[src/logic/ddr_bridge_pkg.sv]
`default_nettype none

package ddr_bridge_pkg;

    // application port widths of the DDR3 controller
    localparam int APP_DATA_W = 128;
    localparam int APP_MASK_W = APP_DATA_W / 8;
    localparam int APP_ADDR_W = 29;

    localparam int ID_W = 4;   // host transaction id

    // controller command opcodes
    typedef enum logic [2:0] {
        APP_CMD_WRITE = 3'd0,
        APP_CMD_READ  = 3'd1
    } app_cmd_e;

    // issue FSM
    typedef enum logic [1:0] {
        IDLE  = 2'd0,
        READ  = 2'd1,
        WRITE = 2'd2
    } issue_state_e;

    // one queued host command, payload in the low bits
    typedef struct packed {
        logic                  is_read;
        logic                  last;
        logic [ID_W-1:0]       id;
        logic [APP_ADDR_W-1:0] addr;
        logic [APP_DATA_W-1:0] wdata;   // unused on reads
        logic [APP_MASK_W-1:0] wstrb;   // byte enables, active high
    } cmd_entry_t;

endpackage

`default_nettype wire

[src/logic/rd_beat_if.sv]
`timescale 1ns/100ps
`default_nettype none

interface rd_beat_if;

    logic                                  beat_valid;   // one cycle pulse
    logic [ddr_bridge_pkg::APP_DATA_W-1:0] beat_data;
    logic [ddr_bridge_pkg::ID_W-1:0]       beat_id;
    logic                                  beat_last;
    logic                                  buf_busy;

    // issue FSM side
    modport source (
        output beat_valid,
        output beat_data,
        output beat_id,
        output beat_last,
        input  buf_busy
    );

    // return buffer side
    modport sink (
        input  beat_valid,
        input  beat_data,
        input  beat_id,
        input  beat_last,
        output buf_busy
    );

endinterface

`default_nettype wire

[src/logic/ddr_cmd_queue.sv]
`timescale 1ns/100ps
`default_nettype none

module ddr_cmd_queue #(
    parameter int unsigned QUEUE_DEPTH = 4
) (
    input  wire                        clk_if,
    input  wire                        resetn,
    input  wire                        push,
    input  wire ddr_bridge_pkg::cmd_entry_t push_entry,
    output logic                       full,
    input  wire                        pop,
    output ddr_bridge_pkg::cmd_entry_t head,
    output logic                       empty
);

    localparam int PTR_W = $clog2(QUEUE_DEPTH);
    localparam logic [PTR_W:0] FULL_CNT = (PTR_W + 1)'(QUEUE_DEPTH);

    ddr_bridge_pkg::cmd_entry_t mem [QUEUE_DEPTH];

    logic [PTR_W-1:0] wr_ptr;
    logic [PTR_W-1:0] rd_ptr;
    logic [PTR_W:0]   count;

    logic do_push;
    logic do_pop;

    assign full  = (count == FULL_CNT);
    assign empty = (count == '0);

    assign do_push = push && !full;
    assign do_pop  = pop && !empty;

    assign head = mem[rd_ptr];   // valid whenever empty is low

    always_ff @(posedge clk_if) begin
        if (do_push) begin
            mem[wr_ptr] <= push_entry;
        end
    end

    // pointers wrap on their own, depth is a power of two
    always_ff @(posedge clk_if) begin
        if (!resetn) begin
            wr_ptr <= '0;
            rd_ptr <= '0;
        end else begin
            if (do_push) begin
                wr_ptr <= wr_ptr + 1'b1;
            end
            if (do_pop) begin
                rd_ptr <= rd_ptr + 1'b1;
            end
        end
    end

    always_ff @(posedge clk_if) begin
        if (!resetn) begin
            count <= '0;
        end else begin
            case ({do_push, do_pop})
                2'b10: count <= count + 1'b1;
                2'b01: count <= count - 1'b1;
                default: count <= count;   // none, or both at once
            endcase
        end
    end

endmodule

`default_nettype wire

[src/logic/ddr_issue_ctrl.sv]
`timescale 1ns/100ps
`default_nettype none

module ddr_issue_ctrl (
    input  wire                                   clk_if,
    input  wire                                   resetn,

    input  wire ddr_bridge_pkg::cmd_entry_t       head,
    input  wire                                   empty,
    output logic                                  pop,

    output logic                                  app_cmd_en,
    output ddr_bridge_pkg::app_cmd_e              app_cmd,
    output logic [ddr_bridge_pkg::APP_ADDR_W-1:0] app_addr,
    input  wire                                   app_cmd_ready,

    output logic                                  app_wdf_wren,
    output logic                                  app_wdf_end,
    output logic [ddr_bridge_pkg::APP_DATA_W-1:0] app_wdf_data,
    output logic [ddr_bridge_pkg::APP_MASK_W-1:0] app_wdf_mask,
    input  wire                                   app_wdf_rdy,

    input  wire                                   app_rd_data_valid,
    input  wire  [ddr_bridge_pkg::APP_DATA_W-1:0] app_rd_data,

    rd_beat_if.source                             beat
);

    ddr_bridge_pkg::issue_state_e state;
    ddr_bridge_pkg::cmd_entry_t   cur;   // command at the controller

    logic cmd_done;
    logic wdf_done;
    logic rd_hit;

    // one command out at a time, and never while a beat waits for the host
    assign pop = (state == ddr_bridge_pkg::IDLE) && !empty && !beat.buf_busy;

    assign app_cmd      = cur.is_read ? ddr_bridge_pkg::APP_CMD_READ
                                      : ddr_bridge_pkg::APP_CMD_WRITE;
    assign app_addr     = cur.addr;
    assign app_wdf_data = cur.wdata;
    assign app_wdf_mask = ~cur.wstrb;     // controller masks on a set bit
    assign app_wdf_end  = app_wdf_wren;   // single beat writes

    // strobe taken this cycle or already dropped
    assign cmd_done = !app_cmd_en || app_cmd_ready;
    assign wdf_done = !app_wdf_wren || app_wdf_rdy;

    assign rd_hit = (state == ddr_bridge_pkg::READ) && app_rd_data_valid;

    always_ff @(posedge clk_if) begin
        if (pop) begin
            cur <= head;
        end
        if (rd_hit) begin
            beat.beat_data <= app_rd_data;
            beat.beat_id   <= cur.id;
            beat.beat_last <= cur.last;
        end
    end

    always_ff @(posedge clk_if) begin
        if (!resetn) begin
            state           <= ddr_bridge_pkg::IDLE;
            app_cmd_en      <= 1'b0;
            app_wdf_wren    <= 1'b0;
            beat.beat_valid <= 1'b0;
        end else begin
            beat.beat_valid <= 1'b0;
            case (state)
                ddr_bridge_pkg::IDLE: begin
                    if (pop) begin
                        app_cmd_en   <= 1'b1;
                        app_wdf_wren <= !head.is_read;
                        state        <= head.is_read ? ddr_bridge_pkg::READ
                                                     : ddr_bridge_pkg::WRITE;
                    end
                end

                ddr_bridge_pkg::READ: begin
                    if (app_cmd_ready) begin
                        app_cmd_en <= 1'b0;
                    end
                    // buffer was free at pop, nothing else fills it
                    if (app_rd_data_valid) begin
                        app_cmd_en      <= 1'b0;
                        beat.beat_valid <= 1'b1;
                        state           <= ddr_bridge_pkg::IDLE;
                    end
                end

                ddr_bridge_pkg::WRITE: begin
                    if (app_cmd_ready) begin
                        app_cmd_en <= 1'b0;
                    end
                    if (app_wdf_rdy) begin
                        app_wdf_wren <= 1'b0;
                    end
                    if (cmd_done && wdf_done) begin
                        state <= ddr_bridge_pkg::IDLE;
                    end
                end

                default: begin
                    app_cmd_en   <= 1'b0;
                    app_wdf_wren <= 1'b0;
                    state        <= ddr_bridge_pkg::IDLE;
                end
            endcase
        end
    end

endmodule

`default_nettype wire

[src/logic/rd_return_buf.sv]
`timescale 1ns/100ps
`default_nettype none

module rd_return_buf (
    input  wire                                   clk_if,
    input  wire                                   resetn,

    rd_beat_if.sink                               beat,

    output logic                                  rsp_valid,
    output logic [ddr_bridge_pkg::APP_DATA_W-1:0] rsp_data,
    output logic [ddr_bridge_pkg::ID_W-1:0]       rsp_id,
    output logic                                  rsp_last,
    input  wire                                   rsp_ready
);

    logic rsp_take;

    assign rsp_take = rsp_valid && rsp_ready;

    // also busy in the capture cycle, before rsp_valid rises
    assign beat.buf_busy = rsp_valid || beat.beat_valid;

    always_ff @(posedge clk_if) begin
        if (!resetn) begin
            rsp_valid <= 1'b0;
        end else if (beat.beat_valid) begin
            rsp_valid <= 1'b1;
        end else if (rsp_take) begin
            rsp_valid <= 1'b0;
        end
    end

    // fields hold until the host takes the beat
    always_ff @(posedge clk_if) begin
        if (beat.beat_valid) begin
            rsp_data <= beat.beat_data;
            rsp_id   <= beat.beat_id;
            rsp_last <= beat.beat_last;
        end
    end

endmodule

`default_nettype wire

[src/logic/ddr_bridge_top.sv]
`timescale 1ns/100ps
`default_nettype none

module ddr_bridge_top #(
    parameter int unsigned QUEUE_DEPTH = 4
) (
    input  wire                                   clk_if,
    input  wire                                   resetn,

    // host commands
    input  wire                                   cmd_valid,
    output logic                                  cmd_ready,
    input  wire                                   cmd_read,
    input  wire  [ddr_bridge_pkg::APP_ADDR_W-1:0] cmd_addr,
    input  wire  [ddr_bridge_pkg::APP_DATA_W-1:0] cmd_wdata,
    input  wire  [ddr_bridge_pkg::APP_MASK_W-1:0] cmd_wstrb,
    input  wire  [ddr_bridge_pkg::ID_W-1:0]       cmd_id,
    input  wire                                   cmd_last,

    // host read responses
    output logic                                  rsp_valid,
    input  wire                                   rsp_ready,
    output logic [ddr_bridge_pkg::APP_DATA_W-1:0] rsp_data,
    output logic [ddr_bridge_pkg::ID_W-1:0]       rsp_id,
    output logic                                  rsp_last,

    // controller application port
    output logic                                  app_cmd_en,
    output ddr_bridge_pkg::app_cmd_e              app_cmd,
    output logic [ddr_bridge_pkg::APP_ADDR_W-1:0] app_addr,
    input  wire                                   app_cmd_ready,
    output logic                                  app_wdf_wren,
    output logic [ddr_bridge_pkg::APP_DATA_W-1:0] app_wdf_data,
    output logic [ddr_bridge_pkg::APP_MASK_W-1:0] app_wdf_mask,
    output logic                                  app_wdf_end,
    input  wire                                   app_wdf_rdy,
    input  wire                                   app_rd_data_valid,
    input  wire  [ddr_bridge_pkg::APP_DATA_W-1:0] app_rd_data,
    input  wire                                   app_rd_data_end
);

    ddr_bridge_pkg::cmd_entry_t push_entry;
    ddr_bridge_pkg::cmd_entry_t head;

    logic full;
    logic empty;
    logic pop;
    logic push;
    logic rd_beat_done;

    rd_beat_if beat_if ();

    assign cmd_ready = !full;
    assign push      = cmd_valid && !full;

    assign push_entry = '{
        is_read: cmd_read,
        last:    cmd_last,
        id:      cmd_id,
        addr:    cmd_addr,
        wdata:   cmd_wdata,
        wstrb:   cmd_wstrb
    };

    // the closing beat of a read completes it
    assign rd_beat_done = app_rd_data_valid && app_rd_data_end;

    ddr_cmd_queue #(
        .QUEUE_DEPTH (QUEUE_DEPTH)
    ) queue_i (
        .clk_if     (clk_if),
        .resetn     (resetn),
        .push       (push),
        .push_entry (push_entry),
        .full       (full),
        .pop        (pop),
        .head       (head),
        .empty      (empty)
    );

    ddr_issue_ctrl issue_i (
        .clk_if            (clk_if),
        .resetn            (resetn),
        .head              (head),
        .empty             (empty),
        .pop               (pop),
        .app_cmd_en        (app_cmd_en),
        .app_cmd           (app_cmd),
        .app_addr          (app_addr),
        .app_cmd_ready     (app_cmd_ready),
        .app_wdf_wren      (app_wdf_wren),
        .app_wdf_end       (app_wdf_end),
        .app_wdf_data      (app_wdf_data),
        .app_wdf_mask      (app_wdf_mask),
        .app_wdf_rdy       (app_wdf_rdy),
        .app_rd_data_valid (rd_beat_done),
        .app_rd_data       (app_rd_data),
        .beat              (beat_if.source)
    );

    rd_return_buf ret_i (
        .clk_if    (clk_if),
        .resetn    (resetn),
        .beat      (beat_if.sink),
        .rsp_valid (rsp_valid),
        .rsp_data  (rsp_data),
        .rsp_id    (rsp_id),
        .rsp_last  (rsp_last),
        .rsp_ready (rsp_ready)
    );

endmodule

`default_nettype wire

[config.mk]
export PLATFORM = sky130hd
export DESIGN_NAME = ddr_bridge_top
export DESIGN_NICKNAME = d
export VERILOG_FILES = /design/src/logic/ddr_bridge_pkg.sv /design/src/logic/rd_beat_if.sv /design/src/logic/ddr_cmd_queue.sv /design/src/logic/ddr_issue_ctrl.sv /design/src/logic/rd_return_buf.sv /design/src/logic/ddr_bridge_top.sv
export SDC_FILE = /design/constraint.sdc
export NUM_CORES = 1
export LEC_CHECK = 0
export ABC_AREA = 1
export BUFFER_PORTS_ARGS = -buffer_cell sky130_fd_sc_hd__buf_4
export CORE_ASPECT_RATIO = 0.7
export CORE_MARGIN = 5
export CORE_UTILIZATION = 56
export CTS_CLUSTER_DIAMETER = 60
export CTS_CLUSTER_SIZE = 10
export DETAILED_ROUTE_END_ITERATION = 6
export HOLD_SLACK_MARGIN = 0.1
export PLACE_DENSITY_LB_ADDON = 0.2
export SYNTH_ARGS = -nofsm -noshare
export SYNTH_HDL_FRONTEND = slang
export SYNTH_SLANG_ARGS = --single-unit
[constraint.sdc]
create_clock -name clk_if -period 12.5 [get_ports clk_if]
set_input_delay 1.25 -clock clk_if [delete_from_list [all_inputs] [get_ports clk_if]]
set_output_delay 1.25 -clock clk_if [all_outputs]
set_load 0.01 [all_outputs]
* After elaboration in Yosys (flattened, before gate mapping)
Memory sizes are Yosys's and may differ from the RTL's. A register that Yosys moved wholly into a read port is not among the register bits.
Index checks and enable logic that the tools add are counted.
Widths: inputs -> output; s select.
** Storage, ports and cells
- Register bits after elaboration :: 458
- RAM bits :: 716
- Input bits :: 315
- Output and inout bits :: 314
- Word-level logic and storage cells :: 82
- Memories :: 1
** Memories
- queue_i.mem :: words 4, width 179, read ports 1, clocked after memory_dff 1, wr ports 1, RTL line ddr_cmd_queue.sv:20 : ddr_bridge_pkg::cmd_entry_t mem [QUEUE_DEPTH];
** Cells by class
- Add/sub/neg operators :: 4
- Equal/unequal tests :: 9
- Muxes and demuxes :: 21
- Bitwise operators :: 2
- Reduce and logical (&&, ||, !) cells :: 25
** Operators by type and width (number)
- $not 16->16 :: 1
- $mux 2 :: 6
- $mux 1 :: 11
- $logic_and 1x1->1 :: 9
- $logic_not 1->1 :: 6
- $pmux 1 s3 :: 2
- $pmux 2 s3 :: 1
- $pmux 3 s2 :: 1
- $reduce_and 3->1 :: 2
- $add 2x1->2 const B :: 2
- $eq 2x1->1 const B :: 2
- $eq 2x2->1 const B :: 2
- $ne 2x1->1 const B :: 2
- $ne 2x2->1 const B :: 2
- $reduce_bool 2->1 :: 2
- $add 3x1->3 const B :: 1
- $eq 3x3->1 const B :: 1
- $logic_not 3->1 :: 1
- $logic_or 1x1->1 :: 3
- $sub 3x1->3 const B :: 1
- $logic_not 2->1 :: 1
- $reduce_and 2->1 :: 1
- $not 1->1 :: 1

* Logic depth before layout (Yosys ltp)
- Depth in word-level cells :: 7
- Gate-level depth with buffers :: 11
- Depth with buffers taken out :: 11

* Hierarchy
From an unflattened synthesis, not the netlist that was laid out.
** Unflattened totals
- Cell total of the unflattened synthesis :: 2474
- Area, all modules :: 41979.0 sq um
** Modules (own cells, without submodules)
- ddr_cmd_queue :: times used 1, cells each 1801, area an instance 27032.2 sq um, seq. area each 21680.8 sq um
- ddr_issue_ctrl :: times used 1, cells each 528, area an instance 10889.2 sq um, seq. area each 9469.1 sq um
- rd_return_buf :: times used 1, cells each 140, area an instance 4036.4 sq um, seq. area each 4013.8 sq um
- ddr_bridge_top :: times used 1, cells each 5, area an instance 21.3 sq um, seq. area each 0.0 sq um

* Worst setup path after synthesis
OpenSTA, ideal clock, no wires.
- Kind :: input -> register
- Start :: in cmd_valid
- End :: mem queue_i.mem[0][0] (netlist bit) (enable)
- Library setup time :: 722 ps
- Arrival :: 8851 ps
- Data required time :: 11778 ps
- Path slack :: 2928 ps
- Stages on the path :: 2
- Path buffers :: 0
- Path through :: nand2_1 nor2_1
** On the way
- Cells in the longest elaborated chain, start to end :: 4
** RTL lines
- from (decl) :: RTL line ddr_bridge_top.sv:11 : input wire cmd_valid,
- $logic_and 1x1->1 :: RTL line ddr_bridge_top.sv:54 : assign push = cmd_valid && !full;
- $logic_and 1x1->1 :: RTL line ddr_cmd_queue.sv:32 : assign do_push = push && !full;
- $mux 1 :: RTL line ddr_cmd_queue.sv:38 : if (do_push) begin
- $mux 1 (not written as such) :: RTL line ddr_cmd_queue.sv:39 : mem[wr_ptr] <= push_entry;
- to (decl) :: RTL line ddr_cmd_queue.sv:20
Every way passes these cells.

* Final worst setup path
- Start :: in cmd_valid
- End :: mem queue_i.mem[3][115] (netlist bit) (enable)
Same word-level chain as after synthesis.

==> results.txt <==
The sequential cell area came out at 0.0352 mm2. The worst setup path is captured at a flop. The detailed router placed 22300 vias in this run.

The minimum setup slack after placement is 8150 ps. The register-to-register setup slack came out at 9050 ps. Walking the worst path, the cells encountered are buf_4 -> nand2_1 -> nor2_4 -> buf_4 -> buf_4. 629 I/O pins were placed. Setup repair after global routing left no endpoint under its margin.

The number of global-route vias before repair is 22000. The uppermost layer routed is met5. The count of fill cells added during filler insertion came out at 4912. The maximum single-stage delay on the critical path came out at 760 ps. The finished cells cover 0.0499 mm2. The peak clock frequency supported by timing is 0.283 GHz. After clock tree synthesis, the clock-pin slew on the worst setup and hold paths is 50 ps. The arrival time reported for the critical path endpoint came out at 3850 ps. Of the cells placed in the final design, the portion with a size suffix greater than 1 is 27.1%. In the routed design, unresolved DRC markers number 0. The first global-routing pass estimated 139000 um of wire. At the later pin of the worst-skew pair, clock insertion delay measures 700 ps.

The worst clock skew came out at 25.1 ps. The launching element type of the critical path is an input pin. The post-synthesis cell count came out at 2462. The total CTS buffers came out at 135. The most used cell along the critical path is sky130_fd_sc_hd__buf_4. The placeable core region came out at 0.0747 mm2. The worst setup path is of the input pin to flop kind.

The routed length on met3 came out at 7590 um. The synthesized netlist devotes 7.14% of its cell area to compound gates. The synthesized netlist devotes 3.67% of its cell area to simple gates. The smallest hold slack is 402 ps.

The mux share of post-synthesis cell area is 0%. The clock passes through at most 3 buffers. The post-synthesis share of cell area spent on full adders, half adders and majority gates came out at 0.197%. The area taken by multi-input logic gates is 0.00467 mm2. The number of buffers added on ports came out at 626. The final core area utilization is 66.8%.

The leading cell type in the layout, fill and taps excluded is sky130_fd_sc_hd__edfxtp_1. The maximum vdd drop is 184 uV. The total of warnings raised by yosys came out at 0. The cell area after synthesis came out at 0.0420 mm2. Entering global routing, the biggest net connects 183 pins. The final routed wirelength across all metal layers came out at 95800 um. The endpoint identified for the worst register-to-register timing path is issue_i.app_addr[24]$_DFFE_PP_. The worst hold path belongs to the class flop to flop. In the final design database the tool counted 3294 nets. The number of core rows is 84. The total met2 wirelength after detailed routing is 49400 um. Once the clock tree was built, the resizer swapped 0 gates to a different size. The routed length per instance is 24.0 um. The instance area at placement is 0.0462 mm2.

The worst path in the final design needs a cycle of 3540 ps, including I/O delays and setup. The signed area change from the synthesized netlist to the final layout is 18.8%. The sequential cell area fraction in the yosys report came out at 83.7%. The power density over cell area is 223 mW/mm2. The fraction of synthesized cell area in xor and xnor cells is 0.0209%. The count of cell types in the netlist came out at 27. The number of clock sinks came out at 1176. By area, the combinational part of the netlist is dominated by compound AO/OA/AOI/OAI gates. The total of flip-flops plus latches after synthesis came out at 1176. The transition time of the tightest slew-check pin is 1150 ps.

The biggest area contributor in the post-synthesis netlist is sky130_fd_sc_hd__edfxtp_1. The final count of negative-setup-slack endpoints came out at 0. The worst path required time came out at 12810 ps. By area the synthesized netlist is led by sky130_fd_sc_hd__edfxtp_1, sky130_fd_sc_hd__nor2_1, sky130_fd_sc_hd__buf_4. Post-CTS timing repair inserted 0 buffers for setup. The per-instance average area after synthesis is 17.1 um2. In this run the worst setup path terminates at queue_i.mem[3][115]$_DFFE_PP_. The CTS tree is done. The count of endpoints failing hold in the final timing report is 0. The congestion estimate from routability-driven global placement came to 0.821. The total global-route track usage is 23.2%. The leftover overflow at the end of global routing came out at 0. The maximum fanout along the worst path came out at 52.

In this run, the number of DRC markers left after iteration 0 of detailed routing was 1932. Summed over its instances, the top area cell type makes up 83.0% of the synthesized netlist area. Measured in cells, the most critical reg-to-reg path has a length of 4. The H-tree depth is 4. Of the available clock period, the critical path in the final layout requires 28.3%. Once the floorplan was initialized, standard cells occupied 56.2% of the core. The slowest stage cell on the critical path is sky130_fd_sc_hd__nor2_4. After clock tree synthesis, the flow added hold-fix buffers numbering 0. After legalization and detailed placement, the total HPWL measured 57200 um. Tracing the worst setup path back leads to its startpoint at cmd_valid.

The static leakage power is 0.0175 uW. After detailed routing, the number of vias per cell comes to 5.59. The die boundary height is 239 um. The max-slew violation count is 0. The post-route worst setup slack came out at 8960 ps. Max-cap violations in this run came to 0.

The antenna violation net count after detailed routing is 0. Measured against its own limit, the worst slew margin works out to 23.1%. The top cell types in the final layout, fill and taps aside, are sky130_fd_sc_hd__edfxtp_1, sky130_fd_sc_hd__buf_4, sky130_fd_sc_hd__nor2_1. The cell at the root of the clock tree is sky130_fd_sc_hd__clkbuf_16. The wire length on met1 is 37000 um. The first TritonRoute pass finished after 5 iterations. The number of antenna violations at the first check in global routing came to 7. The startpoint identified for the worst hold timing path is issue_i.beat.beat_data[102]$_DFFE_PP_. The floorplan die width is 337 um. The accumulated negative setup slack came out at 0 ps. The floorplan die area came out at 0.0807 mm2. The flow ran to the end, and the final reports show no timing, DRC or antenna violations.
[synth_stat cells]
cell type and n:
sky130_fd_sc_hd__a211oi_1 1, sky130_fd_sc_hd__a21oi_1 12, sky130_fd_sc_hd__buf_12 2, sky130_fd_sc_hd__buf_2 17, sky130_fd_sc_hd__buf_4 164, sky130_fd_sc_hd__buf_6 40, sky130_fd_sc_hd__buf_8 2, sky130_fd_sc_hd__clkbuf_1 54
sky130_fd_sc_hd__clkbuf_2 1, sky130_fd_sc_hd__clkinv_4 1, sky130_fd_sc_hd__conb_1 1, sky130_fd_sc_hd__dfxtp_1 15, sky130_fd_sc_hd__edfxtp_1 1161, sky130_fd_sc_hd__fa_1 1, sky130_fd_sc_hd__ha_1 5, sky130_fd_sc_hd__inv_1 37
sky130_fd_sc_hd__inv_8 1, sky130_fd_sc_hd__nand2_1 19, sky130_fd_sc_hd__nand3_1 10, sky130_fd_sc_hd__nor2_1 372, sky130_fd_sc_hd__nor2_2 1, sky130_fd_sc_hd__nor2b_1 1, sky130_fd_sc_hd__nor3_1 2, sky130_fd_sc_hd__o21ai_0 223
sky130_fd_sc_hd__o21ai_1 140, sky130_fd_sc_hd__o22ai_1 178, sky130_fd_sc_hd__xor2_1 1
[critical path, delay by kind of cell]
| kind | cells | cell delay (ps) |
|---|---|---|
| buf+inv | 3 | 1480 |
| simple gates | 2 | 1040 |
[worst min-delay path by stage]
stage	end	slack (ps)	cells after the start
floorplan	issue_i.beat.beat_id[0]$_DFFE_PP_	400	0
global placement	ret_i.rsp_data[45]$_DFFE_PP_	400	0
detailed placement	issue_i.beat.beat_last$_DFFE_PP_	400	0
CTS	ret_i.rsp_id[0]$_DFFE_PP_	400	0
global route	ret_i.rsp_data[32]$_DFFE_PP_	410	0
finish	ret_i.rsp_data[102]$_DFFE_PP_	400	0
[state kept, by name, indices dropped and copies added (netlist names), named ones only]
name and flops:
issue_i.beat.beat_id 4, queue_i.rd_ptr 2, issue_i.app_wdf_data 128, queue_i.wr_ptr 2, ret_i.rsp_data 128, issue_i.beat.beat_data 128, queue_i.mem 716, issue_i.beat.beat_last 1
queue_i.count 3, issue_i.app_cmd_en 1, issue_i.state 2, issue_i.app_wdf_end 1, ret_i.rsp_id 4, issue_i.beat.beat_valid 1, issue_i.cur 22, ret_i.rsp_last 1
issue_i.app_addr 29, ret_i.rsp_valid 1
[logic make-up after synthesis]
kind of cell	Yosys count
flip-flops	1176
AO/OA/AOI/OAI	554
AND/OR/NAND/NOR	405
buffers and inverters	319
adder cells (fa/ha/maj)	6
XOR/XNOR	1
other	1
[per-stage QoR]
stage	cells	power, uW
6_report	3997	11100
5_1_grt	3994	11600
4_1_cts	3992	11200
3_5_place_dp	3825	7790
3_3_place_gp	3825	7710
2_1_floorplan	2463	7160
[final cells by class]
cell class | instances | share of cell area (%)
antenna | 5 | 0.0251
multi-input combinational | 968 | 9.37
timing repair buffer | 653 | 9.82
clock buffer | 159 | 7.21
sequential | 1176 | 70.5
tap | 989 | 2.48
clock inverter | 8 | 0.266
inverter | 39 | 0.344
[where the power goes]
group	internal (uW)	switching [uW]	total, uW	leakage [uW]
Clock	2030	1400	3420	0.00182
Sequential	5220	247	5470	0.0108
Combinational	761	1460	2220	0.00493
Total	8010	3100	11100	0.0175
[routing by layer]
layer / global-route usage [%] / vias to the layer above
met5: 0 / -
met4: 6.57 / 4
met3: 6.07 / 144
met2: 39.5 / 851
met1: 29.9 / 11200
li1: - / 10100
(Power assumes the default switching activity.)
